--- src/source/cramPkg.sv ---
// CRAM loader shared definitions

package cramPkg;

  ////////////////////
  // Sizes

  localparam int CramWidth = 86;
  localparam int SliceWidth = 20;
  localparam int SliceCount = 5;
  localparam int CramAddrWidth = 7;
  localparam int CramDepth = 128;
  localparam int EbusWidth = 36;
  localparam int WordsPerCram = 6;
  localparam int DiagStrobeCycles = 5;

  // Address travels as two diagnostic writes
  localparam int AddrLoBits = 2;
  localparam int AddrHiBits = CramAddrWidth - AddrLoBits;

  // Last slice holds CALL and DISP bits 80-85 only
  localparam int LastSliceBits = CramWidth - (SliceCount - 1) * SliceWidth;
  localparam int PaddedWidth = SliceCount * SliceWidth;
  localparam int PadBits = PaddedWidth - CramWidth;
  localparam int SliceKeepBits [SliceCount] =
    '{SliceWidth, SliceWidth, SliceWidth, SliceWidth, LastSliceBits};

  // Counters in the sequencer and decoder
  localparam int StrobeCntWidth = 3;
  localparam int TxnWidth = 3;
  localparam int SlotWidth = 3;
  localparam logic [StrobeCntWidth-1:0] StrobeCntMax = StrobeCntWidth'(DiagStrobeCycles);
  localparam logic [TxnWidth-1:0] WriteLastTxn = TxnWidth'(SliceCount + 1);
  localparam logic [TxnWidth-1:0] VersionLastTxn = TxnWidth'(4);
  localparam logic [SlotWidth-1:0] SlotLast = SlotWidth'(WordsPerCram - 1);

  ////////////////////
  // Types

  typedef logic [0:CramWidth-1] tCramWord;
  typedef logic [CramAddrWidth-1:0] tCramAddr;
  typedef logic [0:EbusWidth-1] tEbusWord;
  typedef logic [0:SliceWidth-1] tSliceData;
  typedef logic [15:0] tLoadWord;
  typedef logic [6:0] tLoadChar;

  // Diagnostic function codes seen on the EBUS
  typedef enum logic [6:0] {
    diagfNone       = 7'o000,
    diagfCramAdrRh  = 7'o051,
    diagfCramAdrLh  = 7'o052,
    diagfCramWrite4 = 7'o053,
    diagfCramWrite3 = 7'o054,
    diagfCramWrite2 = 7'o055,
    diagfCramWrite1 = 7'o056,
    diagfCramWrite0 = 7'o057,
    diagfCramRead4  = 7'o141,
    diagfCramRead3  = 7'o144,
    diagfCramRead2  = 7'o145,
    diagfCramRead1  = 7'o146,
    diagfCramRead0  = 7'o147
  } tDiagFunc;

  localparam tDiagFunc SliceWriteFunc [SliceCount] = '{diagfCramWrite0, diagfCramWrite1,
    diagfCramWrite2, diagfCramWrite3, diagfCramWrite4};
  localparam tDiagFunc SliceReadFunc [SliceCount] = '{diagfCramRead0, diagfCramRead1,
    diagfCramRead2, diagfCramRead3, diagfCramRead4};

  typedef struct packed {
    logic [5:0] major;
    logic [2:0] minor;
    logic [8:0] edit;
  } tVersion;

  // Microcode version lives in slice 1 of these words
  localparam tCramAddr VersionAddrHi = 7'o136;
  localparam tCramAddr VersionAddrLo = 7'o137;

  ////////////////////
  // Load file characters

  localparam tLoadChar CharComma = 7'o054;
  localparam tLoadChar CharLf = 7'o012;
  localparam tLoadChar CharCr = 7'o015;
  localparam tLoadChar CharSpace = 7'o040;
  localparam tLoadChar CharComment = 7'o073;
  localparam tLoadChar CharCramRec = 7'o103;

endpackage
--- src/source/loadDecoder.sv ---
// Load file decoder
`timescale 1ns/100ps

module loadDecoder (
  input  logic              clk,
  input  logic              arstN,
  input  logic              charReq,
  input  cramPkg::tLoadChar charData,
  input  logic              wordReady,
  output logic              charAck,
  output logic              wordValid,
  output cramPkg::tCramWord cramWord,
  output cramPkg::tCramAddr cramAddr,
  output logic              endOfFile,
  output logic              cksumError,
  output logic              formatError
);

  typedef enum logic [1:0] {psLineStart, psFields, psSkip} tParseState;

  tParseState state;
  cramPkg::tLoadWord field;
  cramPkg::tLoadWord sum;
  cramPkg::tLoadWord sumNext;
  cramPkg::tCramAddr nextAddr;
  logic [1:0] fieldNum;
  logic [cramPkg::SlotWidth-1:0] slot;
  logic wcZero;
  logic take;
  logic isComma;
  logic isLf;
  logic isBlank;
  logic dataClose;

  // Un-ASCIIize one character into a 6-bit group
  function automatic cramPkg::tLoadWord groupValue(cramPkg::tLoadChar ch);
    if (ch >= 7'o100 && ch <= 7'o175) begin
      return 16'(ch[5:0]);
    end
    return 16'(ch);
  endfunction

  // New character only once the previous word is gone
  assign take = charReq && !charAck && !wordValid;
  assign isComma = charData == cramPkg::CharComma;
  assign isLf = charData == cramPkg::CharLf;
  assign isBlank = charData == cramPkg::CharSpace || charData == cramPkg::CharCr;
  assign sumNext = sum + field;
  // Comma after address closes a data field
  assign dataClose = take && state == psFields && isComma && fieldNum == 2'd2;

  always_ff @(posedge clk or negedge arstN) begin
    if (!arstN) begin
      state <= psLineStart;
      field <= '0;
      sum <= '0;
      fieldNum <= '0;
      slot <= '0;
      wcZero <= 1'b0;
      nextAddr <= '0;
      charAck <= 1'b0;
      wordValid <= 1'b0;
      endOfFile <= 1'b0;
      cksumError <= 1'b0;
      formatError <= 1'b0;
    end else begin
      if (wordValid && wordReady) begin
        wordValid <= 1'b0;
      end
      // Four-phase return to zero
      if (charAck && !charReq) begin
        charAck <= 1'b0;
      end
      if (take) begin
        charAck <= 1'b1;
        case (state)
          psLineStart: begin
            field <= '0;
            sum <= '0;
            fieldNum <= '0;
            slot <= '0;
            if (charData == cramPkg::CharCramRec) begin
              state <= psFields;
            end else if (charData == cramPkg::CharComment) begin
              state <= psSkip;
            end else if (!isLf && !isBlank) begin
              formatError <= 1'b1;
              state <= psSkip;
            end
          end
          psFields: begin
            if (isComma || isLf) begin
              field <= '0;
              sum <= sumNext;
              if (isLf) begin
                // Last field is the negated checksum
                state <= psLineStart;
                if (sumNext != '0) begin
                  cksumError <= 1'b1;
                end
                if (wcZero) begin
                  wordValid <= 1'b1;
                  endOfFile <= 1'b1;
                end
              end else if (fieldNum == 2'd0) begin
                wcZero <= field == '0;
                fieldNum <= 2'd1;
              end else if (fieldNum == 2'd1) begin
                // Zero address keeps counting from the last line
                if (field != '0) begin
                  nextAddr <= field[cramPkg::CramAddrWidth-1:0];
                end
                fieldNum <= 2'd2;
              end else if (slot == cramPkg::SlotLast) begin
                slot <= '0;
                wordValid <= 1'b1;
                endOfFile <= 1'b0;
                nextAddr <= nextAddr + 1'b1;
              end else begin
                slot <= slot + 1'b1;
              end
            end else if (!isBlank) begin
              field <= (field << 6) | groupValue(charData);
            end
          end
          default: begin
            // Comment or bad record runs to end of line
            if (isLf) begin
              state <= psLineStart;
            end
          end
        endcase
      end
    end
  end

  // Data words arrive as 64-79, 48-63, 32-47, 16-31, 00-15, 80-85
  always_ff @(posedge clk) begin
    if (dataClose) begin
      case (slot)
        3'd0: cramWord[64:79] <= field;
        3'd1: cramWord[48:63] <= field;
        3'd2: cramWord[32:47] <= field;
        3'd3: cramWord[16:31] <= field;
        3'd4: cramWord[0:15] <= field;
        default: cramWord[80:85] <= field[5:0];
      endcase
      if (slot == cramPkg::SlotLast) begin
        cramAddr <= nextAddr;
      end
    end
  end

  // Offered word holds until the sequencer takes it
  assert property (@(posedge clk) disable iff (!arstN)
    wordValid && !wordReady |=> wordValid && $stable(cramWord) && $stable(endOfFile));

endmodule

--- config.mk ---
export PLATFORM = sky130hd
export DESIGN_NAME = loadDecoder
export DESIGN_NICKNAME = d
export VERILOG_FILES = /design/src/source/cramPkg.sv /design/src/source/loadDecoder.sv
export SDC_FILE = /design/constraint.sdc
export NUM_CORES = 1
export LEC_CHECK = 0
export BUFFER_PORTS_ARGS = -buffer_cell sky130_fd_sc_hd__buf_4
export CORE_UTILIZATION = 60
export CTS_BUF_LIST = sky130_fd_sc_hd__clkbuf_2 sky130_fd_sc_hd__clkbuf_4 sky130_fd_sc_hd__clkbuf_8
export CTS_CLUSTER_SIZE = 40
export DETAILED_ROUTE_END_ITERATION = 8
export GPL_TIMING_DRIVEN = 0
export HOLD_SLACK_MARGIN = 0.03
export MAX_ROUTING_LAYER = met4
export PLACE_DENSITY = 0.82
export SETUP_SLACK_MARGIN = 0.1
export SYNTH_ARGS = -nofsm -noshare
export SYNTH_HDL_FRONTEND = slang
export SYNTH_SLANG_ARGS = --single-unit
--- constraint.sdc ---
create_clock -name clk -period 5.8 [get_ports clk]
set_input_delay 1.74 -clock clk [delete_from_list [all_inputs] [get_ports clk]]
set_output_delay 1.74 -clock clk [all_outputs]
set_load 0.01 [all_outputs]
==> results.json, run 1 <==
{
  "status": "completed",
  "post-route-drc-count": 0,
  "fin_crit_ns": 4.33,
  "placed_area_um2": 7120,
  "synth_top_area_cell": "edfxtp_1",
  "syn_nets": 505,
  "hold_buffers": 0,
  "end_kind": "register",
  "synth_flop_cell": "edfxtp_1",
  "synth_seq_area_share_pct": 67.3,
  "max_freq_mhz": 231,
  "grt_max_degree": 53,
  "layout-drive-gt1-share_pct": 26.5,
  "syn_inst": 476,
  "firstDrtPassIters": 5,
  "critPathMaxFanout": 9,
  "cts_buffer_depth": 2,
  "p_per_area_nw_per_um2": 259,
  "hold_viol_final": 0,
  "combPwrFrac_pct": 3.4,
  "critPathMaxStageDelay_ns": 0.77,
  "setup_viol": 0,
  "r2r_start": "charAck$_DFFE_PN0P_",
  "power_mw": 1.95,
  "peakVddDrop_mv": 0.159,
  "yosysTopAreaCellShare_pct": 45.9,
  "antenna_cells": 0,
  "wl_um": 13900,
  "cp_top_family": "simple AND/OR/NAND/NOR gates",
  "worstPathArrival_ns": 4.47,
  "synth.top_cells.by_count": "edfxtp_1 (93), dfrtp_1 (52), o21ai_0 (48), nand2_1 (42), inv_1 (29)",
  "synth_cell_types": 58,
  "worstSetupPathType": "in2reg",
  "seqPwrFrac_pct": 57.0,
  "final_nets": 637,
  "die-area_um2": 10500,
  "min_from": "formatError$_DFFE_PN0P_",
  "place_hpwl_um": 9200,
  "hold_class": "reg2reg",
  "worst_skew_pair.late_latency_ns": 0.44,
  "ctsHtreeMaxLevel": 4,
  "clk_pin_slew_ns": 0.08,
  "setup-tns-final_ns": 0,
  "io-pin-count": 109,
  "synthTopCellsByArea": "edfxtp_1 (46%), dfrtp_1 (21%), o21ai_0 (3.9%)",
  "cap_violations": 0,
  "synth_edf_count": 93,
  "clock-sinks": 145,
  "crit_chain": "buf_4 > nor4_4 > nand4_2 > or3_1 > or3_1 > buf_2 > nor4_2 > buf_4",
  "synthToLayoutAreaGrowth_pct": 23.3,
  "tightest_slew_ns": 1.14,
  "whs_endpoint": "formatError$_DFFE_PN0P_",
  "hold_depth": 1,
  "grtUsageTotal_pct": 28.5,
  "r2r_setup_slack_ns": 2.48,
  "row_count": 36,
  "power_leakage_nw": 3.03,
  "ctsResizeCount": 0,
  "die_y_um": 103,
  "cts_tree": "done",
  "yosys_warnings": 0,
  "drtIter0Drc": 317,
  "stdcell_area_um2": 7500,
  "grt_overflow_total": 0,
  "grt_pass1_vias": 3993,
  "clkPwrFrac_pct": 39.6,
  "power.internal_mw": 1.47,
  "die_w_um": 103,
  "r2r_cells": 7,
  "clock_skew_ns": 0.0218,
  "initial_utilization_pct": 62.0,
  "switchingPower_uw": 473,
  "critPathLaunchType": "input port",
  "cp.required_ns": 5.94,
  "synth_area_um2": 6080,
  "place_inst": 722,
  "rr_endpoint": "cramWord[21]$_DFFE_PP_",
  "synth.most_common_cell": "edfxtp_1",
  "postCtsSetupRepairBufs": 0,
  "slowest_stage": "nor4_2",
  "vias": 4480,
  "ant_nets": 0,
  "grt_pass1_wl_um": 21000,
  "finalCritPeriodShare_pct": 74.6,
  "fin_cells": 753,
  "rsz0062_at_grt": "no",
  "portBuffers": 108,
  "avgSynthCellArea_um2": 12.8,
  "cts_root_buf": "clkbuf_8",
  "swShare_pct": 24.3,
  "final_util_pct": 76.4,
  "async_flop_share_pct": 35.9,
  "critPathBufInv": 3,
  "vias_per_cell": 5.95,
  "drv_slew": 0,
  "gp_congestion": 0.884,
  "antenna_found_initial": 0,
  "wl_per_cell_um": 18.4,
  "ys_ff_latch": 145,
  "core_um2": 9820,
  "cts_inserted_buffers": 17,
  "max-slew-margin-rel_pct": 23.6
}
worst reg2reg max path, stage by stage, from the launching register on:
cell,delay [ns]
dfrtp_1,0.40
or3b_1,0.37
clkbuf_1,0.18
or3_1,0.44
or3_1,0.34
buf_2,0.20
nor4_2,0.77
buf_4,0.32
state kept, by name, summed over array words and instances, names as in the netlist, 2 cells and up:
register / count
fieldNum: 2
cramAddr: 7
cramWord: 86
nextAddr: 7
state: 2
slot: 3
sum: 16
field: 16
placed cells by master, fill, tap and decap left out, types with 7 or more instances in the layout:
cell and n:
buf_4 111, edfxtp_1 93, dfrtp_1 52, o21ai_0 48, nand2_1 42, inv_1 29, nand3_1 24, a21oi_1 24
nor2_1 17, ha_1 17, clkbuf_8 17, clkbuf_1 10, nor3_1 9, and3_1 7, xnor2_1 7, nor4_1 7
layer usage:
layer | track usage, % | share of wire (%) | up-vias | routed length (um)
met5 | - | 0 | - | 0
met4 | 11.5 | 2.0 | 0 | 271
met3 | 4.20 | 8.8 | 31 | 1220
met2 | 41.9 | 46 | 293 | 6320
met1 | 40.2 | 44 | 2127 | 6060
li1 | - | - | 2029 | -
power groups by stage:
stage | combinational, mW | sequential [mW] | clock (mW)
detailed placement | 0.0644 | 1.13 | 0
CTS | 0.0649 | 1.11 | 0.773
finish | 0.0655 | 1.11 | 0.770
global placement | 0.0627 | 1.13 | 0
floorplan | 0.0362 | 1.13 | 0
global route | 0.0724 | 1.11 | 0.811
per-stage QoR:
step | hold WS [ns] | setup WS, ns
floorplan | 0.448 | 0.720
detailed placement | 0.468 | 1.08
global route | 0.517 | 1.38
CTS | 0.489 | 1.52
global placement | 0.465 | -0.488
finish | 0.486 | 1.47
worst max-delay path by stage:
stage | start | endpoint | slack [ns] | cells after the start
floorplan | charReq | cramWord[10]$_DFFE_PP_ | 0.72 | 6
global placement | charData[1] | cramWord[77]$_DFFE_PP_ | -0.49 | 7
detailed placement | charData[1] | cramWord[50]$_DFFE_PP_ | 1.08 | 7
CTS | charData[1] | cramWord[21]$_DFFE_PP_ | 1.52 | 8
global route | charData[1] | cramWord[21]$_DFFE_PP_ | 1.38 | 8
finish | charData[1] | cramWord[21]$_DFFE_PP_ | 1.47 | 8
kinds of logic after synthesis:
kind of cell | count (synthesis) | share of synthesized area [%]
AOI/OAI and AO/OA | 112 | 11.3
xor gates and xnor gates | 13 | 1.87
adders and majority gates | 18 | 3.83
buffers and inverters | 44 | 2.90
DFF | 145 | 67.3
muxes | 2 | 0.350
and+or+nand+nor | 142 | 12.5
final cells by class:
type                    instances  area (um^2)
plain buffers                  15         67.6
clock buffers                  17          234
clock inverters                14          143
fillers                       582         2320
inverters                      29          109
multi-input cells             287         1830
flip-flops and latches        145         4090
well taps                     133          166
repair buffers                113          856
Note: power is estimated with default switching activity, not from simulation.
==> run 2: changes to the inputs <==
--- a/config.mk
+++ b/config.mk
@@ -6,14 +6,14 @@
 export NUM_CORES = 1
 export LEC_CHECK = 0
 export BUFFER_PORTS_ARGS = -buffer_cell sky130_fd_sc_hd__buf_4
-export CORE_UTILIZATION = 60
+export CORE_UTILIZATION = 52
 export CTS_BUF_LIST = sky130_fd_sc_hd__clkbuf_2 sky130_fd_sc_hd__clkbuf_4 sky130_fd_sc_hd__clkbuf_8
 export CTS_CLUSTER_SIZE = 40
 export DETAILED_ROUTE_END_ITERATION = 8
 export GPL_TIMING_DRIVEN = 0
 export HOLD_SLACK_MARGIN = 0.03
 export MAX_ROUTING_LAYER = met4
-export PLACE_DENSITY = 0.82
+export PLACE_DENSITY = 0.75
 export SETUP_SLACK_MARGIN = 0.1
 export SYNTH_ARGS = -nofsm -noshare
 export SYNTH_HDL_FRONTEND = slang
==> constraint.sdc (replaced) <==
create_clock -name clk -period 3.5 [get_ports clk]
set_input_delay 1.05 -clock clk [delete_from_list [all_inputs] [get_ports clk]]
set_output_delay 1.05 -clock clk [all_outputs]
set_load 0.01 [all_outputs]
==> results.json, run 2 (synthesis gave the netlist of run 1 again) <==
{
  "place_hpwl_um": 9400,
  "rsz0062_at_grt": "no",
  "hold_class": "reg2reg",
  "antenna_found_initial": 0,
  "row_count": 39,
  "io-pin-count": 109,
  "reg_top3": "cramWord: 86 flops, field: 16 flops, sum: 16 flops",
  "die-area_um2": 12100,
  "initial_utilization_pct": 53.3,
  "post-route-drc-count": 0,
  "setup_viol": 0,
  "cp.required_ns": 3.63,
  "grtUsageTotal_pct": 24.5,
  "fill_cells": 783,
  "hold_viol_final": 0,
  "cts_tree": "done",
  "ctsHtreeMaxLevel": 4,
  "critPathMaxFanout": 10,
  "swShare_pct": 21.6,
  "power_leakage_nw": 3.10,
  "vias_per_cell": 5.73,
  "tightest_slew_ns": 0.796,
  "antenna_cells": 0,
  "portBuffers": 108,
  "layout-drive-gt1-share_pct": 27.1,
  "r2r_start": "field[0]$_DFFE_PN0P_",
  "r2r_cells": 9,
  "regMostFlops": "cramWord",
  "core_um2": 11400,
  "worstSetupPathType": "in2reg",
  "cts_root_buf": "clkbuf_8",
  "final_nets": 638,
  "final_util_pct": 67.0,
  "worst_skew_pair.late_latency_ns": 0.43,
  "clk_pin_slew_ns": 0.08,
  "critPathLaunch": "charData[1]",
  "layout_common_cells": "buf_4 (110), edfxtp_1 (93), dfrtp_1 (52)",
  "peakVddDrop_mv": 0.285,
  "max_freq_mhz": 308,
  "fin_crit_ns": 3.25,
  "end_kind": "register",
  "firstDrtPassIters": 4,
  "grt_max_degree": 53,
  "grt_overflow_total": 0,
  "clock-sinks": 145,
  "wl_per_cell_um": 18.0,
  "clkPwrFrac_pct": 42.3,
  "drtIter0Drc": 360,
  "finalCritPeriodShare_pct": 92.7,
  "cts_inserted_buffers": 17,
  "final_common_cell": "buf_4",
  "cap_violations": 0,
  "clock_skew_ns": 0.0121,
  "placed_area_um2": 7140,
  "die_w_um": 110,
  "grt_pass1_wl_um": 21200,
  "worstPathArrival_ns": 3.38,
  "ant_nets": 0,
  "cts_buffer_depth": 2,
  "critPathLaunchType": "input port",
  "largest_reg_flops": 86,
  "min_from": "sum[2]$_DFFE_PN0P_",
  "hold_buffers": 0,
  "setup-tns-final_ns": 0,
  "status": "completed",
  "drv_slew": 0,
  "wl_um": 13700,
  "p_per_area_nw_per_um2": 442,
  "vias": 4379,
  "power_mw": 3.38,
  "stdcell_area_um2": 7650,
  "die_y_um": 110,
  "fin_ws_ns": 0.254,
  "synthToLayoutAreaGrowth_pct": 25.8,
  "hold_depth": 2,
  "power.internal_mw": 2.65,
  "max-slew-margin-rel_pct": 46.9,
  "combPwrFrac_pct": 3.2,
  "pre_cts_slack_ns": -0.795,
  "gp_congestion": 0.903,
  "grt_pass1_vias": 4130,
  "switchingPower_uw": 730,
  "seqPwrFrac_pct": 54.5
}
run 2: cell types whose count changed in the layout (fill, tap and decap cells not counted), sizes merged:
| cell | delta |
|---|---|
| clkinv | +6 |
| buf | +1 |
| bufinv | +3 |
| clkinvlp | -4 |
| inv | -5 |
run 2: layer usage:
| layer | routed length, um | share of wire [%] | GRT usage [%] |
|---|---|---|---|
| met5 | 0 | 0 | - |
| met4 | 195 | 1.4 | 8.55 |
| met3 | 1000 | 7.3 | 5.47 |
| met2 | 6630 | 48 | 38.0 |
| met1 | 5910 | 43 | 32.0 |
run 2: power by group through the flow:
stage / logic [mW] / clock network [mW] / registers (mW)
floorplan: 0.0603 / 0 / 1.87
global placement: 0.105 / 0 / 1.88
detailed placement: 0.109 / 0 / 1.88
CTS: 0.109 / 1.45 / 1.84
global route: 0.122 / 1.52 / 1.84
finish: 0.109 / 1.43 / 1.84
run 2: per-stage QoR:
step | hold slack, ns | instances
after floorplan | 0.448 | 476
after global placement | 0.466 | 727
after detailed placement | 0.479 | 729
after CTS | 0.498 | 762
after global routing | 0.512 | 764
final | 0.497 | 764
run 2: critical path, stage by stage:
cell	delay [ns]
buf_4	0.14
nor4_4	0.31
nand4_2	0.20
or3_1	0.46
or3_1	0.34
buf_6	0.17
nor4_4	0.45
buf_6	0.25
run 2: path summary, 6_finish.rpt:
check / endpoint / slack [ns]
worst max-delay path: cramWord[85]$_DFFE_PP_ / 0.25
worst min-delay path: sum[2]$_DFFE_PN0P_ / 0.50
worst max register to register: cksumError$_DFFE_PN0P_ / 0.48
worst min register to register: sum[2]$_DFFE_PN0P_ / 0.50
max in group asynchronous: field[8]$_DFFE_PN0P_ / 2.41
min in group asynchronous: field[5]$_DFFE_PN0P_ / 0.65
run 2: repair_timing:
| action | in CTS | in global routing |
|---|---|---|
| setup endpoints to repair | 55 | 16 |
| buffers inserted | 2 | 2 |
| resized for setup | 3 | 0 |
| hold endpoints to repair | 0 | 0 |
| pin swaps | 1 | 1 |
run 2: final cells by class:
cell class              instances  area (um^2)  area share, %
flip-flops and latches        145         4090           53.5
multi-input cells             287         1860           24.3
repair buffers                114          892           11.7
clock buffers                  17          234           3.06
clock inverters                14          208           2.71
well taps                     143          179           2.34
inverters                      29          109           1.42
plain buffers                  15         75.1          0.981
