File: config.mk
export PLATFORM = sky130hd
export DESIGN_NAME = diagSequencer
export DESIGN_NICKNAME = d
export VERILOG_FILES = /design/src/source/cramPkg.sv /design/src/source/diagSequencer.sv
export SDC_FILE = /design/constraint.sdc
export NUM_CORES = 1
export LEC_CHECK = 0
export BUFFER_PORTS_ARGS = -buffer_cell sky130_fd_sc_hd__buf_2
export CORE_ASPECT_RATIO = 1.25
export CORE_MARGIN = 2
export CORE_UTILIZATION = 50
export CTS_CLUSTER_DIAMETER = 30
export DETAILED_ROUTE_END_ITERATION = 6
export GPL_TIMING_DRIVEN = 0
export PLACE_DENSITY = 0.77
export SKIP_CTS_REPAIR_TIMING = 1
export SYNTH_ARGS = -nofsm -noshare
export SYNTH_HDL_FRONTEND = slang
export SYNTH_SLANG_ARGS = --single-unit
File: constraint.sdc
create_clock -name clk -period 4.3 [get_ports clk]
set_input_delay 0.645 -clock clk [delete_from_list [all_inputs] [get_ports clk]]
set_output_delay 0.645 -clock clk [all_outputs]
set_load 0.005 [all_outputs]
File: src/source/cramPkg.sv
// CRAM loader shared definitions

package cramPkg;

  ////////////////////
  // Sizes

  localparam int CramWidth = 86;
  localparam int SliceWidth = 20;
  localparam int SliceCount = 5;
  localparam int CramAddrWidth = 7;
  localparam int CramDepth = 128;
  localparam int EbusWidth = 36;
  localparam int WordsPerCram = 6;
  localparam int DiagStrobeCycles = 5;

  // Address travels as two diagnostic writes
  localparam int AddrLoBits = 2;
  localparam int AddrHiBits = CramAddrWidth - AddrLoBits;

  // Last slice holds CALL and DISP bits 80-85 only
  localparam int LastSliceBits = CramWidth - (SliceCount - 1) * SliceWidth;
  localparam int PaddedWidth = SliceCount * SliceWidth;
  localparam int PadBits = PaddedWidth - CramWidth;
  localparam int SliceKeepBits [SliceCount] =
    '{SliceWidth, SliceWidth, SliceWidth, SliceWidth, LastSliceBits};

  // Counters in the sequencer and decoder
  localparam int StrobeCntWidth = 3;
  localparam int TxnWidth = 3;
  localparam int SlotWidth = 3;
  localparam logic [StrobeCntWidth-1:0] StrobeCntMax = StrobeCntWidth'(DiagStrobeCycles);
  localparam logic [TxnWidth-1:0] WriteLastTxn = TxnWidth'(SliceCount + 1);
  localparam logic [TxnWidth-1:0] VersionLastTxn = TxnWidth'(4);
  localparam logic [SlotWidth-1:0] SlotLast = SlotWidth'(WordsPerCram - 1);

  ////////////////////
  // Types

  typedef logic [0:CramWidth-1] tCramWord;
  typedef logic [CramAddrWidth-1:0] tCramAddr;
  typedef logic [0:EbusWidth-1] tEbusWord;
  typedef logic [0:SliceWidth-1] tSliceData;
  typedef logic [15:0] tLoadWord;
  typedef logic [6:0] tLoadChar;

  // Diagnostic function codes seen on the EBUS
  typedef enum logic [6:0] {
    diagfNone       = 7'o000,
    diagfCramAdrRh  = 7'o051,
    diagfCramAdrLh  = 7'o052,
    diagfCramWrite4 = 7'o053,
    diagfCramWrite3 = 7'o054,
    diagfCramWrite2 = 7'o055,
    diagfCramWrite1 = 7'o056,
    diagfCramWrite0 = 7'o057,
    diagfCramRead4  = 7'o141,
    diagfCramRead3  = 7'o144,
    diagfCramRead2  = 7'o145,
    diagfCramRead1  = 7'o146,
    diagfCramRead0  = 7'o147
  } tDiagFunc;

  localparam tDiagFunc SliceWriteFunc [SliceCount] = '{diagfCramWrite0, diagfCramWrite1,
    diagfCramWrite2, diagfCramWrite3, diagfCramWrite4};
  localparam tDiagFunc SliceReadFunc [SliceCount] = '{diagfCramRead0, diagfCramRead1,
    diagfCramRead2, diagfCramRead3, diagfCramRead4};

  typedef struct packed {
    logic [5:0] major;
    logic [2:0] minor;
    logic [8:0] edit;
  } tVersion;

  // Microcode version lives in slice 1 of these words
  localparam tCramAddr VersionAddrHi = 7'o136;
  localparam tCramAddr VersionAddrLo = 7'o137;

  ////////////////////
  // Load file characters

  localparam tLoadChar CharComma = 7'o054;
  localparam tLoadChar CharLf = 7'o012;
  localparam tLoadChar CharCr = 7'o015;
  localparam tLoadChar CharSpace = 7'o040;
  localparam tLoadChar CharComment = 7'o073;
  localparam tLoadChar CharCramRec = 7'o103;

endpackage
File: src/source/diagSequencer.sv
// Diagnostic function sequencer
`timescale 1ns/100ps

module diagSequencer (
  input  logic              clk,
  input  logic              arstN,
  input  logic              wordValid,
  input  cramPkg::tCramWord cramWord,
  input  cramPkg::tCramAddr cramAddr,
  input  logic              endOfFile,
  input  logic              rdReq,
  input  cramPkg::tCramAddr rdAddr,
  output logic              wordReady,
  output logic              rdAck,
  output cramPkg::tDiagFunc diagFunc,
  output logic              diagStrobe,
  output cramPkg::tEbusWord ebusData,
  output logic              loadDone,
  output logic              versionValid
);

  typedef enum logic [2:0] {sIdle, sWrite, sRead, sVersion, sRdAck} tSeqState;

  tSeqState state;
  logic [cramPkg::TxnWidth-1:0] txn;
  logic [cramPkg::TxnWidth-1:0] lastTxn;
  logic [cramPkg::TxnWidth-1:0] sliceNum;
  logic [cramPkg::StrobeCntWidth-1:0] cnt;
  logic busy;
  logic loadActive;
  logic takeWord;
  logic takeRead;
  cramPkg::tCramWord wordReg;
  cramPkg::tCramAddr opAddr;
  cramPkg::tCramAddr curAddr;
  logic [0:cramPkg::PaddedWidth-1] paddedWord;

  assign wordReady = state == sIdle;
  // Load words win, reads wait for the whole load
  assign takeWord = state == sIdle && wordValid;
  assign takeRead = state == sIdle && !wordValid && !loadActive && rdReq;
  assign busy = state == sWrite || state == sRead || state == sVersion;
  assign diagStrobe = busy && cnt != cramPkg::StrobeCntMax;
  assign lastTxn = state == sVersion ? cramPkg::VersionLastTxn : cramPkg::WriteLastTxn;
  assign paddedWord = {wordReg, {cramPkg::PadBits{1'b0}}};

  always_ff @(posedge clk or negedge arstN) begin
    if (!arstN) begin
      state <= sIdle;
      txn <= '0;
      cnt <= '0;
      rdAck <= 1'b0;
      loadDone <= 1'b0;
      versionValid <= 1'b0;
      loadActive <= 1'b0;
    end else begin
      case (state)
        sIdle: begin
          txn <= '0;
          cnt <= '0;
          if (takeWord && endOfFile) begin
            state <= sVersion;
          end else if (takeWord) begin
            state <= sWrite;
            loadActive <= 1'b1;
            loadDone <= 1'b0;
            versionValid <= 1'b0;
          end else if (takeRead) begin
            state <= sRead;
          end
        end
        sRdAck: begin
          if (!rdReq) begin
            rdAck <= 1'b0;
            state <= sIdle;
          end
        end
        default: begin
          if (cnt != cramPkg::StrobeCntMax) begin
            cnt <= cnt + 1'b1;
          end else if (txn != lastTxn) begin
            cnt <= '0;
            txn <= txn + 1'b1;
          end else if (state == sRead) begin
            rdAck <= 1'b1;
            state <= sRdAck;
          end else if (state == sVersion) begin
            loadDone <= 1'b1;
            versionValid <= 1'b1;
            loadActive <= 1'b0;
            state <= sIdle;
          end else begin
            state <= sIdle;
          end
        end
      endcase
    end
  end

  always_ff @(posedge clk) begin
    if (takeWord) begin
      wordReg <= cramWord;
      opAddr <= endOfFile ? cramPkg::VersionAddrHi : cramAddr;
    end else if (takeRead) begin
      opAddr <= rdAddr;
    end
  end

  ////////////////////
  // Transaction decode

  always_comb begin
    sliceNum = txn - 2'd2;
    curAddr = (state == sVersion && txn == 3'd3) ? cramPkg::VersionAddrLo : opAddr;
    diagFunc = cramPkg::diagfNone;
    ebusData = '0;
    if (busy) begin
      if (txn == 3'd0 || (state == sVersion && txn == 3'd3)) begin
        diagFunc = cramPkg::diagfCramAdrRh;
        ebusData[0:cramPkg::AddrLoBits-1] = curAddr[cramPkg::AddrLoBits-1:0];
      end else if (txn == 3'd1) begin
        diagFunc = cramPkg::diagfCramAdrLh;
        ebusData[0:cramPkg::AddrHiBits-1] =
          curAddr[cramPkg::CramAddrWidth-1:cramPkg::AddrLoBits];
      end else if (state == sVersion) begin
        diagFunc = cramPkg::diagfCramRead1;
      end else if (state == sRead) begin
        diagFunc = cramPkg::SliceReadFunc[sliceNum];
      end else begin
        // Slice data goes left-justified on the EBUS
        diagFunc = cramPkg::SliceWriteFunc[sliceNum];
        ebusData[0:cramPkg::SliceWidth-1] =
          paddedWord[sliceNum*cramPkg::SliceWidth +: cramPkg::SliceWidth];
      end
    end
  end

  assert property (@(posedge clk) disable iff (!arstN)
    diagStrobe && $past(diagStrobe) |-> $stable(diagFunc) && $stable(ebusData));

endmodule

==> report_table.html, run 1 <==
<table>
<tr><th>Metric</th><th>Value</th></tr>
<tr><th colspan="2">Placement</th></tr>
<tr><td>Pre-CTS setup slack</td><td>-0.213 ns</td></tr>
<tr><td>Count of buffers inserted at the top-level ports</td><td>about 130</td></tr>
<tr><td>Cell area reported after detailed placement</td><td>7520 um2</td></tr>
<tr><td>DPL Wire Length</td><td>15,800 um</td></tr>
<tr><td>Placer congestion estimate</td><td>around 0.99</td></tr>
<tr><th colspan="2">Global route</th></tr>
<tr><td>Number of antenna violations at the first check in global routing</td><td>0</td></tr>
<tr><td>Global-route wire length before repair</td><td>32,800 um</td></tr>
<tr><td>GRT Total Usage</td><td>0.309</td></tr>
<tr><td>Vias in the first global route</td><td>5,768</td></tr>
<tr><td>Largest net degree at the start of global routing</td><td>87</td></tr>
<tr><td>Leftover overflow at the end of global routing</td><td>0</td></tr>
<tr><th colspan="2">Setup path</th></tr>
<tr><td>Number of buffer and inverter stages on the critical path</td><td>7</td></tr>
<tr><td>Startpoint type of the worst setup path</td><td>register</td></tr>
<tr><td>Worst reg2reg path startpoint</td><td>state[1]</td></tr>
<tr><td>Crit path cell chain</td><td>clkbuf_4 &gt; buf_8 &gt; buf_6 &gt; buf_6 &gt; buf_4 &gt; nor2b_1 &gt; ha_1 &gt; or3_1 &gt; or3_1 &gt; buf_2 &gt; a211o_1 &gt; o31ai_1 &gt; buf_2</td></tr>
<tr><td>CP Class</td><td>reg2out</td></tr>
<tr><td>Worst reg-to-reg setup slack</td><td>between 1.5 and 2 ns</td></tr>
<tr><td>Critical register-to-register path endpoint</td><td>wordReg[17]</td></tr>
<tr><td>Maximum fanout encountered on the critical timing path</td><td>10</td></tr>
<tr><td>Crit path arrival time</td><td>about 3.6 ns</td></tr>
<tr><td>Worst R2R Path Depth</td><td>6</td></tr>
<tr><td>Worst setup path start</td><td>txn[1]</td></tr>
<tr><td>Kind of cell adding the most delay to the critical path</td><td>buffers and inverters</td></tr>
<tr><td>Cell type of the slowest stage on the worst timing path</td><td>sky130_fd_sc_hd__or3_1</td></tr>
<tr><td>Required time of the worst setup path</td><td>roughly 3.7 ns</td></tr>
<tr><td>Largest stage delay on the critical path</td><td>0.45 ns</td></tr>
<tr><td>Element type at the critical path end</td><td>primary output</td></tr>
<tr><th colspan="2">Synth</th></tr>
<tr><td>Syn Std Cell Area</td><td>6580 um2</td></tr>
<tr><td>Fraction of synthesized cell area taken by the top area cell type</td><td>0.425</td></tr>
<tr><td>Post-synth top area cell</td><td>sky130_fd_sc_hd__edfxtp_1</td></tr>
<tr><td>Count of yosys warnings during synthesis</td><td>0</td></tr>
<tr><td>EDFF count, synth</td><td>93</td></tr>
<tr><td>Count of unique library cells instantiated by Yosys</td><td>66</td></tr>
<tr><td>Synth top cells by count</td><td>sky130_fd_sc_hd__edfxtp_1 (93), sky130_fd_sc_hd__nand2_1 (48), sky130_fd_sc_hd__nor2_1 (42)</td></tr>
<tr><td>Most frequent cell after synthesis</td><td>sky130_fd_sc_hd__edfxtp_1</td></tr>
<tr><td>Sequential area share after synthesis</td><td>0.470</td></tr>
<tr><td>Number of flip-flops and latches in the synthesized netlist</td><td>between 100 and 150</td></tr>
<tr><td>Top area cells in the synthesized netlist</td><td>sky130_fd_sc_hd__edfxtp_1 (42%), sky130_fd_sc_hd__mux4_2 (9.2%), sky130_fd_sc_hd__mux2i_1 (6.2%), sky130_fd_sc_hd__dfrtp_1 (4.6%), sky130_fd_sc_hd__buf_4 (3.2%)</td></tr>
<tr><td>Async SR Flop Fraction</td><td>0.114</td></tr>
<tr><td>Mean instance size in the synthesized netlist</td><td>11.5 um2</td></tr>
<tr><td>Primary FF master, synth</td><td>sky130_fd_sc_hd__edfxtp_1</td></tr>
<tr><td>Number of cells produced by synthesis</td><td>~570</td></tr>
<tr><th colspan="2">Detailed routing</th></tr>
<tr><td>Via/cell ratio</td><td>6.40</td></tr>
<tr><td>Detailed-route wire length per cell</td><td>23.9 um</td></tr>
<tr><td>Routed WL</td><td>21,700 um</td></tr>
<tr><td>DRC violation total after the first TritonRoute iteration</td><td>686</td></tr>
<tr><td>Number of design rule violations left after detail routing</td><td>0</td></tr>
<tr><td>Drt pass-1 iters</td><td>6</td></tr>
<tr><td>Count of antenna-violating nets left after detailed routing</td><td>0</td></tr>
<tr><td>Total via count in the routed design</td><td>5,807</td></tr>
<tr><th colspan="2">Finish</th></tr>
<tr><td>Proportion of layout cells with a drive suffix above 1</td><td>0.354</td></tr>
<tr><td>Fraction of the core area covered by cells at the end of the flow</td><td>0.616</td></tr>
<tr><td>Layout area overhead</td><td>19.7%</td></tr>
<tr><td>Total of fill cells in the finished design</td><td>1,126</td></tr>
<tr><td>Area occupied by multi-input gates</td><td>3130 um2</td></tr>
<tr><td>Antenna Cells</td><td>0</td></tr>
<tr><td>Summed area of non-filler cells in the final layout</td><td>7870 um2</td></tr>
<tr><td>Area used by sequential logic in the layout</td><td>slightly above 3000 um2</td></tr>
<tr><td>Post-layout net count</td><td>847</td></tr>
<tr><th colspan="2">Clock network</th></tr>
<tr><td>CTS H-tree depth</td><td>3</td></tr>
<tr><td>Number of buffers created by CTS</td><td>9</td></tr>
<tr><td>Clock tree from TritonCTS</td><td>yes</td></tr>
<tr><td>CTS sink cnt</td><td>between 100 and 150</td></tr>
<tr><td>Maximum clock path buffer count</td><td>2</td></tr>
<tr><td>Clock-pin slew of the registers on the worst-case setup and hold paths</td><td>around 0.07 ns</td></tr>
<tr><td>Root Driver</td><td>sky130_fd_sc_hd__clkbuf_16</td></tr>
<tr><td>Worst-Skew Late Latency</td><td>0.36 ns</td></tr>
<tr><th colspan="2">Worst hold path</th></tr>
<tr><td>Class of the tightest hold or removal check</td><td>in2async</td></tr>
<tr><th colspan="2">Floorplan</th></tr>
<tr><td>Starting utilization of the core area</td><td>0.515</td></tr>
<tr><td>Top-level port count</td><td>153</td></tr>
<tr><td>Core area</td><td>12,800 um2</td></tr>
<tr><td>Die area</td><td>14,100 um2</td></tr>
<tr><td>FP Rows</td><td>46</td></tr>
<tr><td>Y dimension of the die</td><td>~130 um</td></tr>
<tr><td>Die Span X</td><td>around 110 um</td></tr>
<tr><th colspan="2">Power and ir drop</th></tr>
<tr><td>PD cells</td><td>373 nW/um2</td></tr>
<tr><td>Leak</td><td>3.14 nW</td></tr>
<tr><td>Maximum VDD drop</td><td>0.198 mV</td></tr>
<tr><th colspan="2">Timing</th></tr>
<tr><td>Clock period minus worst slack</td><td>4.26 ns</td></tr>
<tr><td>Worst-case headroom to the max-slew limit</td><td>0.304</td></tr>
<tr><td>Final sum of negative setup slack</td><td>0 ns</td></tr>
<tr><td>Final setup skew</td><td>0.00697 ns</td></tr>
<tr><td>Fmax</td><td>235 MHz</td></tr>
<tr><td>Final critical-path setup slack</td><td>0.0419 ns</td></tr>
<tr><td>Period utilization</td><td>0.990</td></tr>
<tr><td>Number of pins exceeding their max-slew limit in the final report</td><td>0</td></tr>
<tr><td>Final hold vios</td><td>0</td></tr>
<tr><td>Setup violations, final</td><td>0</td></tr>
<tr><td>Measured slew at the worst slew-check pin</td><td>1.04 ns</td></tr>
<tr><th colspan="2">Run</th></tr>
<tr><td>Count of maximum capacitance violations</td><td>0</td></tr>
<tr><th colspan="2">Outcome</th></tr>
<tr><td>Run status</td><td>finished clean</td></tr>
</table>
==> cell families after synthesis <==
| logic type | after synthesis | synth area share |
|---|---|---|
| simple gates | 155 | 0.114 |
| compound gates | 145 | 0.146 |
| flops | 105 | 0.470 |
| mux | 87 | 0.187 |
| buf+inv | 71 | 0.0666 |
| fa+ha+maj | 7 | 0.0133 |
| other cells | 1 | 0.000570 |
| xor+xnor | 1 | 0.00133 |
==> metrics by stage <==
step	power, mW	hold slack [ns]	instances
global placement	2.10	0.496	890
floorplan	1.81	0.349	588
detailed placement	2.11	0.514	890
CTS	2.91	0.183	906
finish	2.93	0.176	908
global route	3.04	0.182	908
==> metal layers <==
| metal | wire, um | vias up | track usage |
|---|---|---|---|
| li1 | - | 2504 | - |
| met1 | 8170 | 2783 | 0.397 |
| met2 | 10600 | 439 | 0.519 |
| met3 | 2090 | 81 | 0.0544 |
| met4 | 783 | 0 | 0.120 |
| met5 | 0 | - | 0 |
==> worst reg2reg max path, stage by stage (launching register included) <==
cell,delay [ns]
sky130_fd_sc_hd__dfrtp_1,0.39
sky130_fd_sc_hd__buf_2,0.18
sky130_fd_sc_hd__or2_1,0.28
sky130_fd_sc_hd__nor2_1,0.26
sky130_fd_sc_hd__nand2_1,0.23
sky130_fd_sc_hd__buf_2,0.26
sky130_fd_sc_hd__inv_4,0.69
==> worst max-delay path by stage <==
stage               cells past startpoint  slack, ns            to
finish                                 13       0.04  ebusData[27]
global route                           13      -0.02  ebusData[27]
CTS                                    12      -0.56  ebusData[27]
detailed placement                     12      -0.21  ebusData[27]
global placement                       12      -0.20  ebusData[27]
floorplan                               6       0.82    wordReg[0]
==> cell usage in the layout, fill, tap and decap left out, types with 5 or more instances in the layout <==
cell	count
sky130_fd_sc_hd__a211oi_1	15
sky130_fd_sc_hd__a21oi_1	31
sky130_fd_sc_hd__a22o_1	6
sky130_fd_sc_hd__a22oi_1	5
sky130_fd_sc_hd__a31oi_1	9
sky130_fd_sc_hd__and3_1	5
sky130_fd_sc_hd__buf_2	145
sky130_fd_sc_hd__buf_4	29
sky130_fd_sc_hd__buf_6	7
sky130_fd_sc_hd__clkbuf_1	8
sky130_fd_sc_hd__clkbuf_16	9
sky130_fd_sc_hd__conb_1	17
sky130_fd_sc_hd__dfrtp_1	12
sky130_fd_sc_hd__edfxtp_1	93
sky130_fd_sc_hd__ha_1	7
sky130_fd_sc_hd__inv_1	6
sky130_fd_sc_hd__mux2_2	18
sky130_fd_sc_hd__mux2i_1	41
sky130_fd_sc_hd__mux4_2	27
sky130_fd_sc_hd__nand2_1	48
sky130_fd_sc_hd__nand2b_1	7
sky130_fd_sc_hd__nand3_1	10
sky130_fd_sc_hd__nor2_1	39
sky130_fd_sc_hd__nor2b_1	11
sky130_fd_sc_hd__nor3_1	6
sky130_fd_sc_hd__o21ai_0	18
sky130_fd_sc_hd__o21ai_1	11
sky130_fd_sc_hd__o221ai_1	5
sky130_fd_sc_hd__o22ai_1	10
sky130_fd_sc_hd__or3_1	5
==> registers in the layout (all words and copies together), names as in the netlist <==
name          count
opAddr            7
versionValid      1
rdAck             1
txn               3
state             3
loadActive        1
wordReg          86
cnt               3
==> where the power goes <==
group / leakage, nW / switching (mW) / total, mW / internal [mW]
clock network: 0.142 / 0.400 / 0.809 / 0.409
registers: 0.992 / 0.0432 / 1.21 / 1.17
logic: 2.01 / 0.544 / 0.916 / 0.372
==> layout make-up <==
type | count | area share
Sequential cell | 105 | 0.393
Inverter | 10 | 0.00509
Buffer | 61 | 0.0542
Timing Repair Buffer | 136 | 0.0871
Tap cell | 168 | 0.0267
Clock inverter | 6 | 0.00795
Multi-Input combinational cell | 412 | 0.397
Clock buffer | 10 | 0.0291
Note: power is estimated with default switching activity, not from simulation.
==> run 2, diff against run 1 <==
--- a/config.mk
+++ b/config.mk
@@ -11,7 +11,7 @@
 export CORE_UTILIZATION = 50
 export CTS_CLUSTER_DIAMETER = 30
 export DETAILED_ROUTE_END_ITERATION = 6
-export GPL_TIMING_DRIVEN = 0
+export MAX_ROUTING_LAYER = met4
 export PLACE_DENSITY = 0.77
 export SKIP_CTS_REPAIR_TIMING = 1
 export SYNTH_ARGS = -nofsm -noshare
==> run 2 against run 1 <==
  * Wire length down 20%
  * Fmax is 3.0% higher
  * First-iteration DRC count down 28%
  * Setup slack gained 0.12 ns
  * Clock power grew 3.0%
  * Clock-buffer cell count is 1 lower
  * Sequential power about the same
  * Clock skew shrank 0.00050 ns
  * Die area did not move
  * Cell area decreased by 3.9%
  * Largest power group unchanged
  * Critical endpoint is now ebusData[32]
==> report_table.html, run 2 (synthesized netlist as in run 1, its figures left out) <==
<table>
<tr><th>Metric</th><th>Value</th></tr>
<tr><th colspan="2">Finish</th></tr>
<tr><td>Fraction of the core area covered by cells at the end of the flow</td><td>0.592</td></tr>
<tr><td>Post-layout net count</td><td>801</td></tr>
<tr><td>Summed area of non-filler cells in the final layout</td><td>7560 um2</td></tr>
<tr><td>Antenna Cells</td><td>0</td></tr>
<tr><td>Max FFs per register</td><td>between 80 and 90</td></tr>
<tr><td>Proportion of layout cells with a drive suffix above 1</td><td>0.319</td></tr>
<tr><td>Leading cell type in the layout, fill and taps excluded</td><td>sky130_fd_sc_hd__buf_2</td></tr>
<tr><td>Commonest non-fill, non-tap cells in the layout</td><td>sky130_fd_sc_hd__buf_2 (135), sky130_fd_sc_hd__edfxtp_1 (93), sky130_fd_sc_hd__nand2_1 (48)</td></tr>
<tr><td>Layout area overhead</td><td>15.0%</td></tr>
<tr><td>Register with the most flip-flops</td><td>wordReg</td></tr>
<tr><td>Registers with the highest flip-flop counts</td><td>wordReg x86, opAddr x7</td></tr>
<tr><th colspan="2">Global route</th></tr>
<tr><td>Leftover overflow at the end of global routing</td><td>0</td></tr>
<tr><td>Largest net degree at the start of global routing</td><td>53</td></tr>
<tr><td>Global-route wire length before repair</td><td>27,200 um</td></tr>
<tr><td>Vias in the first global route</td><td>5,126</td></tr>
<tr><td>Number of antenna violations at the first check in global routing</td><td>0</td></tr>
<tr><td>GRT Total Usage</td><td>0.253</td></tr>
<tr><th colspan="2">Detailed routing</th></tr>
<tr><td>Total via count in the routed design</td><td>5,247</td></tr>
<tr><td>DRC violation total after the first TritonRoute iteration</td><td>493</td></tr>
<tr><td>Drt pass-1 iters</td><td>5</td></tr>
<tr><td>Via/cell ratio</td><td>6.09</td></tr>
<tr><td>Count of antenna-violating nets left after detailed routing</td><td>0</td></tr>
<tr><td>Routed WL</td><td>17,300 um</td></tr>
<tr><td>Number of design rule violations left after detail routing</td><td>0</td></tr>
<tr><td>Detailed-route wire length per cell</td><td>between 20 and 25 um</td></tr>
<tr><th colspan="2">Setup path</th></tr>
<tr><td>Cell type of the slowest stage on the worst timing path</td><td>sky130_fd_sc_hd__ha_2</td></tr>
<tr><td>Most frequent cell on the critical path</td><td>sky130_fd_sc_hd__nor2_1</td></tr>
<tr><td>Crit path cell chain</td><td>nor2b_1 &gt; nor2_1 &gt; ha_2 &gt; inv_2 &gt; nor2_1 &gt; nand2_1 &gt; a311oi_1 &gt; buf_2</td></tr>
<tr><td>Worst reg2reg path startpoint</td><td>state[1]</td></tr>
<tr><td>Crit path arrival time</td><td>3.49 ns</td></tr>
<tr><td>Largest stage delay on the critical path</td><td>approximately 0.84 ns</td></tr>
<tr><td>Worst R2R Path Depth</td><td>5</td></tr>
<tr><td>CP Class</td><td>reg2out</td></tr>
<tr><td>Startpoint type of the worst setup path</td><td>register</td></tr>
<tr><td>Number of buffer and inverter stages on the critical path</td><td>2</td></tr>
<tr><td>Critical register-to-register path endpoint</td><td>wordReg[30]</td></tr>
<tr><td>Maximum fanout encountered on the critical timing path</td><td>30</td></tr>
<tr><td>Required time of the worst setup path</td><td>3.65 ns</td></tr>
<tr><td>Element type at the critical path end</td><td>primary output</td></tr>
<tr><td>Worst reg-to-reg setup slack</td><td>~1.4 ns</td></tr>
<tr><td>Kind of cell adding the most delay to the critical path</td><td>simple AND/OR/NAND/NOR gates</td></tr>
<tr><th colspan="2">Timing</th></tr>
<tr><td>Period utilization</td><td>0.962</td></tr>
<tr><td>Final setup skew</td><td>between 0.006 and 0.007 ns</td></tr>
<tr><td>Measured slew at the worst slew-check pin</td><td>between 0.8 and 0.9 ns</td></tr>
<tr><td>Fmax</td><td>about 240 MHz</td></tr>
<tr><td>Clock period minus worst slack</td><td>4.13 ns</td></tr>
<tr><td>Hold Worst Slack</td><td>0.167 ns</td></tr>
<tr><td>Number of pins exceeding their max-slew limit in the final report</td><td>0</td></tr>
<tr><td>Worst-case headroom to the max-slew limit</td><td>0.463</td></tr>
<tr><td>Final sum of negative setup slack</td><td>0 ns</td></tr>
<tr><td>Setup violations, final</td><td>0</td></tr>
<tr><td>Final hold vios</td><td>0</td></tr>
<tr><td>Final critical-path setup slack</td><td>about 0.17 ns</td></tr>
<tr><td>RSZ-0062 raised after global routing</td><td>no</td></tr>
<tr><th colspan="2">Outcome</th></tr>
<tr><td>Run status</td><td>finished clean</td></tr>
<tr><th colspan="2">Power and ir drop</th></tr>
<tr><td>Leak</td><td>between 2 and 3 nW</td></tr>
<tr><td>Fraction of power consumed by sequential logic</td><td>0.434</td></tr>
<tr><td>Net switching fraction of the power</td><td>0.307</td></tr>
<tr><td>Internal power</td><td>1.96 mW</td></tr>
<tr><td>Switching power total</td><td>0.868 mW</td></tr>
<tr><td>Power share of the combinational group</td><td>0.272</td></tr>
<tr><td>Maximum VDD drop</td><td>0.217 mV</td></tr>
<tr><td>Power share of the clock group</td><td>0.294</td></tr>
<tr><td>PD cells</td><td>roughly 370 nW/um2</td></tr>
<tr><th colspan="2">Clock network</th></tr>
<tr><td>Root Driver</td><td>sky130_fd_sc_hd__clkbuf_16</td></tr>
<tr><td>CTS H-tree depth</td><td>3</td></tr>
<tr><td>Number of buffers created by CTS</td><td>9</td></tr>
<tr><td>Worst-Skew Late Latency</td><td>0.35 ns</td></tr>
<tr><td>Clock tree from TritonCTS</td><td>yes</td></tr>
<tr><td>CTS sink cnt</td><td>105</td></tr>
<tr><td>Clock-pin slew of the registers on the worst-case setup and hold paths</td><td>0.07 ns</td></tr>
<tr><td>Maximum clock path buffer count</td><td>2</td></tr>
<tr><th colspan="2">Placement</th></tr>
<tr><td>Pre-CTS setup slack</td><td>0.535 ns</td></tr>
<tr><td>DPL Wire Length</td><td>12,700 um</td></tr>
<tr><td>Count of buffers inserted at the top-level ports</td><td>135</td></tr>
<tr><td>Cell area reported after detailed placement</td><td>7260 um2</td></tr>
<tr><td>Placer congestion estimate</td><td>approximately 0.94</td></tr>
<tr><th colspan="2">Floorplan</th></tr>
<tr><td>Y dimension of the die</td><td>132 um</td></tr>
<tr><td>Die area</td><td>between 10,000 and 15,000 um2</td></tr>
<tr><td>FP Rows</td><td>46</td></tr>
<tr><td>Core area</td><td>approximately 13,000 um2</td></tr>
<tr><td>Starting utilization of the core area</td><td>0.515</td></tr>
<tr><td>Top-level port count</td><td>roughly 150</td></tr>
<tr><td>Die Span X</td><td>107 um</td></tr>
<tr><th colspan="2">Worst hold path</th></tr>
<tr><td>Class of the tightest hold or removal check</td><td>in2async</td></tr>
<tr><th colspan="2">Run</th></tr>
<tr><td>Count of maximum capacitance violations</td><td>0</td></tr>
</table>
==> run 2: cell type report <==
class / instances / area, um2
clock buffer: 9 / 225
clock inverter: 6 / 76.3
fill: 1058 / 5210
inverter: 10 / 37.5
multi-input combinational: 412 / 3110
sequential: 105 / 3100
tap: 168 / 210
timing repair buffer: 151 / 808
==> run 2: worst max-delay path by stage <==
| stage | slack (ns) | to | from | depth (start not counted) |
|---|---|---|---|---|
| finish | 0.17 | ebusData[32] | txn[1] | 8 |
| global route | 0.02 | ebusData[32] | txn[1] | 8 |
| CTS | 0.16 | ebusData[32] | txn[1] | 8 |
| detailed placement | 0.54 | ebusData[32] | txn[1] | 8 |
| global placement | 0.68 | ebusData[32] | txn[1] | 8 |
| floorplan | 0.82 | wordReg[0] | state[1] | 6 |
==> run 2: power by group through the flow <==
stage	Sequential, mW	Combinational [mW]	Clock (mW)
2_1_floorplan	1.22	0.597	0
3_3_place_gp	1.25	0.745	0
3_5_place_dp	1.25	0.756	0
4_1_cts	1.22	0.760	0.847
5_1_grt	1.23	0.837	0.895
6_report	1.23	0.769	0.833
==> run 2: per-layer routing <==
layer	wire length, um	track usage	part of all wire
met1	7160	0.333	0.41
met3	1210	0.0405	0.070
met2	8490	0.400	0.49
met4	469	0.0851	0.027
met5	0	-	0
==> run 2: per-stage QoR <==
| stage | power (mW) | cells |
|---|---|---|
| after CTS | 2.83 | 861 |
| after detailed placement | 2.00 | 846 |
| after global routing | 2.97 | 861 |
| final | 2.83 | 861 |
| after global placement | 1.99 | 846 |
| after floorplan | 1.81 | 588 |
==> run 3, diff against run 2 <==
--- a/config.mk
+++ b/config.mk
@@ -12,7 +12,7 @@
 export CTS_CLUSTER_DIAMETER = 30
 export DETAILED_ROUTE_END_ITERATION = 6
 export MAX_ROUTING_LAYER = met4
-export PLACE_DENSITY = 0.77
+export PLACE_DENSITY = 0.83
 export SKIP_CTS_REPAIR_TIMING = 1
 export SYNTH_ARGS = -nofsm -noshare
 export SYNTH_HDL_FRONTEND = slang
==> run 3 against run 2 <==
  * Final cell count up 0.12%
  * Utilization grew 0.11 points
  * Power shrank 0.48%
  * Combinational power up 3.6%
  * Via count is 2.9% higher
  * Setup slack got worse by 0.089 ns
  * Fmax fell by 2.1%
  * Clock power down 4.9%
==> report_table.html, run 3 (synthesized netlist as in run 1, its figures left out) <==
<table>
<tr><th>Metric</th><th>Value</th></tr>
<tr><th colspan="2">Setup path</th></tr>
<tr><td>Worst reg2reg path startpoint</td><td>state[1]</td></tr>
<tr><td>Crit path arrival time</td><td>3.58 ns</td></tr>
<tr><td>Crit path cell chain</td><td>nor2b_1 &gt; nor2_1 &gt; ha_4 &gt; nor2b_1 &gt; ha_1 &gt; buf_4 &gt; nor2_1 &gt; o211ai_1 &gt; a311oi_1 &gt; buf_2</td></tr>
<tr><td>Required time of the worst setup path</td><td>3.65 ns</td></tr>
<tr><td>Largest stage delay on the critical path</td><td>~0.5 ns</td></tr>
<tr><td>Cell type of the slowest stage on the worst timing path</td><td>sky130_fd_sc_hd__dfrtp_4</td></tr>
<tr><td>Element type at the critical path end</td><td>primary output</td></tr>
<tr><td>Startpoint type of the worst setup path</td><td>register</td></tr>
<tr><td>CP Class</td><td>reg2out</td></tr>
<tr><td>Worst reg-to-reg setup slack</td><td>1.72 ns</td></tr>
<tr><td>Critical register-to-register path endpoint</td><td>wordReg[81]</td></tr>
<tr><td>Maximum fanout encountered on the critical timing path</td><td>10</td></tr>
<tr><td>Worst R2R Path Depth</td><td>5</td></tr>
<tr><th colspan="2">Finish</th></tr>
<tr><td>Antenna Cells</td><td>0</td></tr>
<tr><td>Register with the most flip-flops</td><td>wordReg</td></tr>
<tr><td>Registers with the highest flip-flop counts</td><td>wordReg x86, opAddr x7</td></tr>
<tr><td>Proportion of layout cells with a drive suffix above 1</td><td>0.320</td></tr>
<tr><td>Post-layout net count</td><td>801</td></tr>
<tr><td>Commonest non-fill, non-tap cells in the layout</td><td>sky130_fd_sc_hd__buf_2 (135), sky130_fd_sc_hd__edfxtp_1 (93), sky130_fd_sc_hd__nand2_1 (48)</td></tr>
<tr><td>Non-filler cells in the finished layout</td><td>approximately 860</td></tr>
<tr><td>Max FFs per register</td><td>86</td></tr>
<tr><td>Leading cell type in the layout, fill and taps excluded</td><td>sky130_fd_sc_hd__buf_2</td></tr>
<tr><td>Layout area overhead</td><td>15.2%</td></tr>
<tr><th colspan="2">Power and ir drop</th></tr>
<tr><td>Maximum VDD drop</td><td>0.291 mV</td></tr>
<tr><td>Leak</td><td>2.94 nW</td></tr>
<tr><td>Power share of the combinational group</td><td>0.283</td></tr>
<tr><td>Fraction of power consumed by sequential logic</td><td>0.435</td></tr>
<tr><td>Power share of the clock group</td><td>0.281</td></tr>
<tr><td>Switching power total</td><td>~0.90 mW</td></tr>
<tr><td>Internal power</td><td>1.92 mW</td></tr>
<tr><td>Net switching fraction of the power</td><td>0.318</td></tr>
<tr><td>PD cells</td><td>371 nW/um2</td></tr>
<tr><th colspan="2">Detailed routing</th></tr>
<tr><td>DRC violation total after the first TritonRoute iteration</td><td>between 600 and 700</td></tr>
<tr><td>Total via count in the routed design</td><td>5,399</td></tr>
<tr><td>Number of design rule violations left after detail routing</td><td>0</td></tr>
<tr><td>Drt pass-1 iters</td><td>6</td></tr>
<tr><td>Via/cell ratio</td><td>between 6 and 7</td></tr>
<tr><td>Count of antenna-violating nets left after detailed routing</td><td>0</td></tr>
<tr><td>Routed WL</td><td>17,400 um</td></tr>
<tr><td>Detailed-route wire length per cell</td><td>slightly above 20 um</td></tr>
<tr><th colspan="2">Global route</th></tr>
<tr><td>Leftover overflow at the end of global routing</td><td>0</td></tr>
<tr><td>GRT Total Usage</td><td>0.253</td></tr>
<tr><td>Number of antenna violations at the first check in global routing</td><td>0</td></tr>
<tr><td>Met2 usage in global routing</td><td>0.407</td></tr>
<tr><td>Fraction of met3 tracks used by global routing</td><td>0.0386</td></tr>
<tr><td>Vias in the first global route</td><td>5,100</td></tr>
<tr><td>Largest net degree at the start of global routing</td><td>80</td></tr>
<tr><td>Routing layer with the top usage in global route</td><td>met2</td></tr>
<tr><td>Global-route wire length before repair</td><td>27,000 um</td></tr>
<tr><td>Met1 layer usage reported by global route</td><td>0.326</td></tr>
<tr><th colspan="2">Placement</th></tr>
<tr><td>Placer congestion estimate</td><td>around 1.0</td></tr>
<tr><td>Count of buffers inserted at the top-level ports</td><td>135</td></tr>
<tr><td>DPL Wire Length</td><td>12,700 um</td></tr>
<tr><td>Number of cells in the design after placement</td><td>845</td></tr>
<tr><th colspan="2">Outcome</th></tr>
<tr><td>Run status</td><td>finished clean</td></tr>
<tr><th colspan="2">Floorplan</th></tr>
<tr><td>Core area</td><td>12,800 um2</td></tr>
<tr><td>Starting utilization of the core area</td><td>0.515</td></tr>
<tr><td>Die Span X</td><td>107 um</td></tr>
<tr><td>Y dimension of the die</td><td>132 um</td></tr>
<tr><td>FP Rows</td><td>46</td></tr>
<tr><td>Top-level port count</td><td>153</td></tr>
<tr><td>Die area</td><td>14,100 um2</td></tr>
<tr><th colspan="2">Clock network</th></tr>
<tr><td>CTS sink cnt</td><td>105</td></tr>
<tr><td>Number of buffers created by CTS</td><td>9</td></tr>
<tr><td>Clock-pin slew of the registers on the worst-case setup and hold paths</td><td>around 0.07 ns</td></tr>
<tr><td>Root Driver</td><td>sky130_fd_sc_hd__clkbuf_16</td></tr>
<tr><td>CTS H-tree depth</td><td>3</td></tr>
<tr><td>Clock tree from TritonCTS</td><td>yes</td></tr>
<tr><td>Worst-Skew Late Latency</td><td>0.35 ns</td></tr>
<tr><td>Maximum clock path buffer count</td><td>2</td></tr>
<tr><th colspan="2">Run</th></tr>
<tr><td>Count of maximum capacitance violations</td><td>0</td></tr>
<tr><th colspan="2">Timing</th></tr>
<tr><td>Setup violations, final</td><td>0</td></tr>
<tr><td>Final hold vios</td><td>0</td></tr>
<tr><td>Clock period minus worst slack</td><td>around 4.2 ns</td></tr>
<tr><td>Final sum of negative setup slack</td><td>0 ns</td></tr>
<tr><td>Worst-case headroom to the max-slew limit</td><td>0.521</td></tr>
<tr><td>Fmax</td><td>approximately 240 MHz</td></tr>
<tr><td>Final setup skew</td><td>0.00499 ns</td></tr>
<tr><td>Number of pins exceeding their max-slew limit in the final report</td><td>0</td></tr>
<tr><td>Period utilization</td><td>0.982</td></tr>
<tr><td>RSZ-0062 raised after global routing</td><td>no</td></tr>
<tr><td>Measured slew at the worst slew-check pin</td><td>between 0.7 and 0.8 ns</td></tr>
<tr><th colspan="2">Worst hold path</th></tr>
<tr><td>Class of the tightest hold or removal check</td><td>in2async</td></tr>
</table>
==> run 3: critical path, delay by kind of cell, from the launching register on <==
kind / cells / cell delay, ns
and+or+nand+nor: 4 / 1.02
AOI/OAI and AO/OA: 2 / 0.68
DFF: 1 / 0.50
adders and majority gates: 2 / 0.60
buffers and inverters: 2 / 0.44
==> run 3: cell type report <==
| cell class | instances | area [um2] |
|---|---|---|
| Clock buffer | 9 | 225 |
| Clock inverter | 7 | 60.1 |
| Fill cell | 1050 | 5200 |
| Inverter | 10 | 41.3 |
| Multi-Input combinational cell | 412 | 3120 |
| Sequential cell | 105 | 3100 |
| Tap cell | 168 | 210 |
| Timing Repair Buffer | 151 | 825 |
==> run 3: per-layer routing <==
| metal | up-vias | routed length, um |
|---|---|---|
| li1 | 2406 | - |
| met1 | 2579 | 6750 |
| met2 | 359 | 8530 |
| met3 | 55 | 1640 |
| met4 | 0 | 476 |
| met5 | - | 0 |
==> run 3: worst max-delay path by stage <==
| stage | start | end | slack (ns) | cells after the start |
|---|---|---|---|---|
| after floorplan | state[1] | wordReg[0] | 0.82 | 6 |
| after global placement | txn[1] | ebusData[27] | 0.42 | 9 |
| after detailed placement | txn[1] | ebusData[27] | 0.32 | 9 |
| after CTS | txn[1] | ebusData[27] | -0.07 | 9 |
| after global routing | txn[1] | ebusData[32] | 0.03 | 10 |
| final | txn[1] | ebusData[32] | 0.08 | 10 |
==> run 3: power groups by stage <==
| stage | logic [mW] | registers (mW) | clock network [mW] |
|---|---|---|---|
| global route | 0.854 | 1.23 | 0.842 |
| floorplan | 0.597 | 1.22 | 0 |
| CTS | 0.777 | 1.22 | 0.805 |
| global placement | 0.758 | 1.24 | 0 |
| detailed placement | 0.774 | 1.25 | 0 |
| finish | 0.797 | 1.23 | 0.792 |
==> run 3: through the flow <==
step           utilization  instance area, um2  worst slack [ns]  power [mW]  hold WS (ns)
6_report             0.593                7580            0.0770        2.81         0.161
5_1_grt              0.593                7580            0.0325        2.93         0.182
4_1_cts              0.591                7550           -0.0711        2.81         0.162
3_5_place_dp         0.569                7270             0.321        2.02         0.498
3_3_place_gp         0.569                7270             0.425        2.00         0.481
2_1_floorplan            -                6640             0.820        1.81         0.349
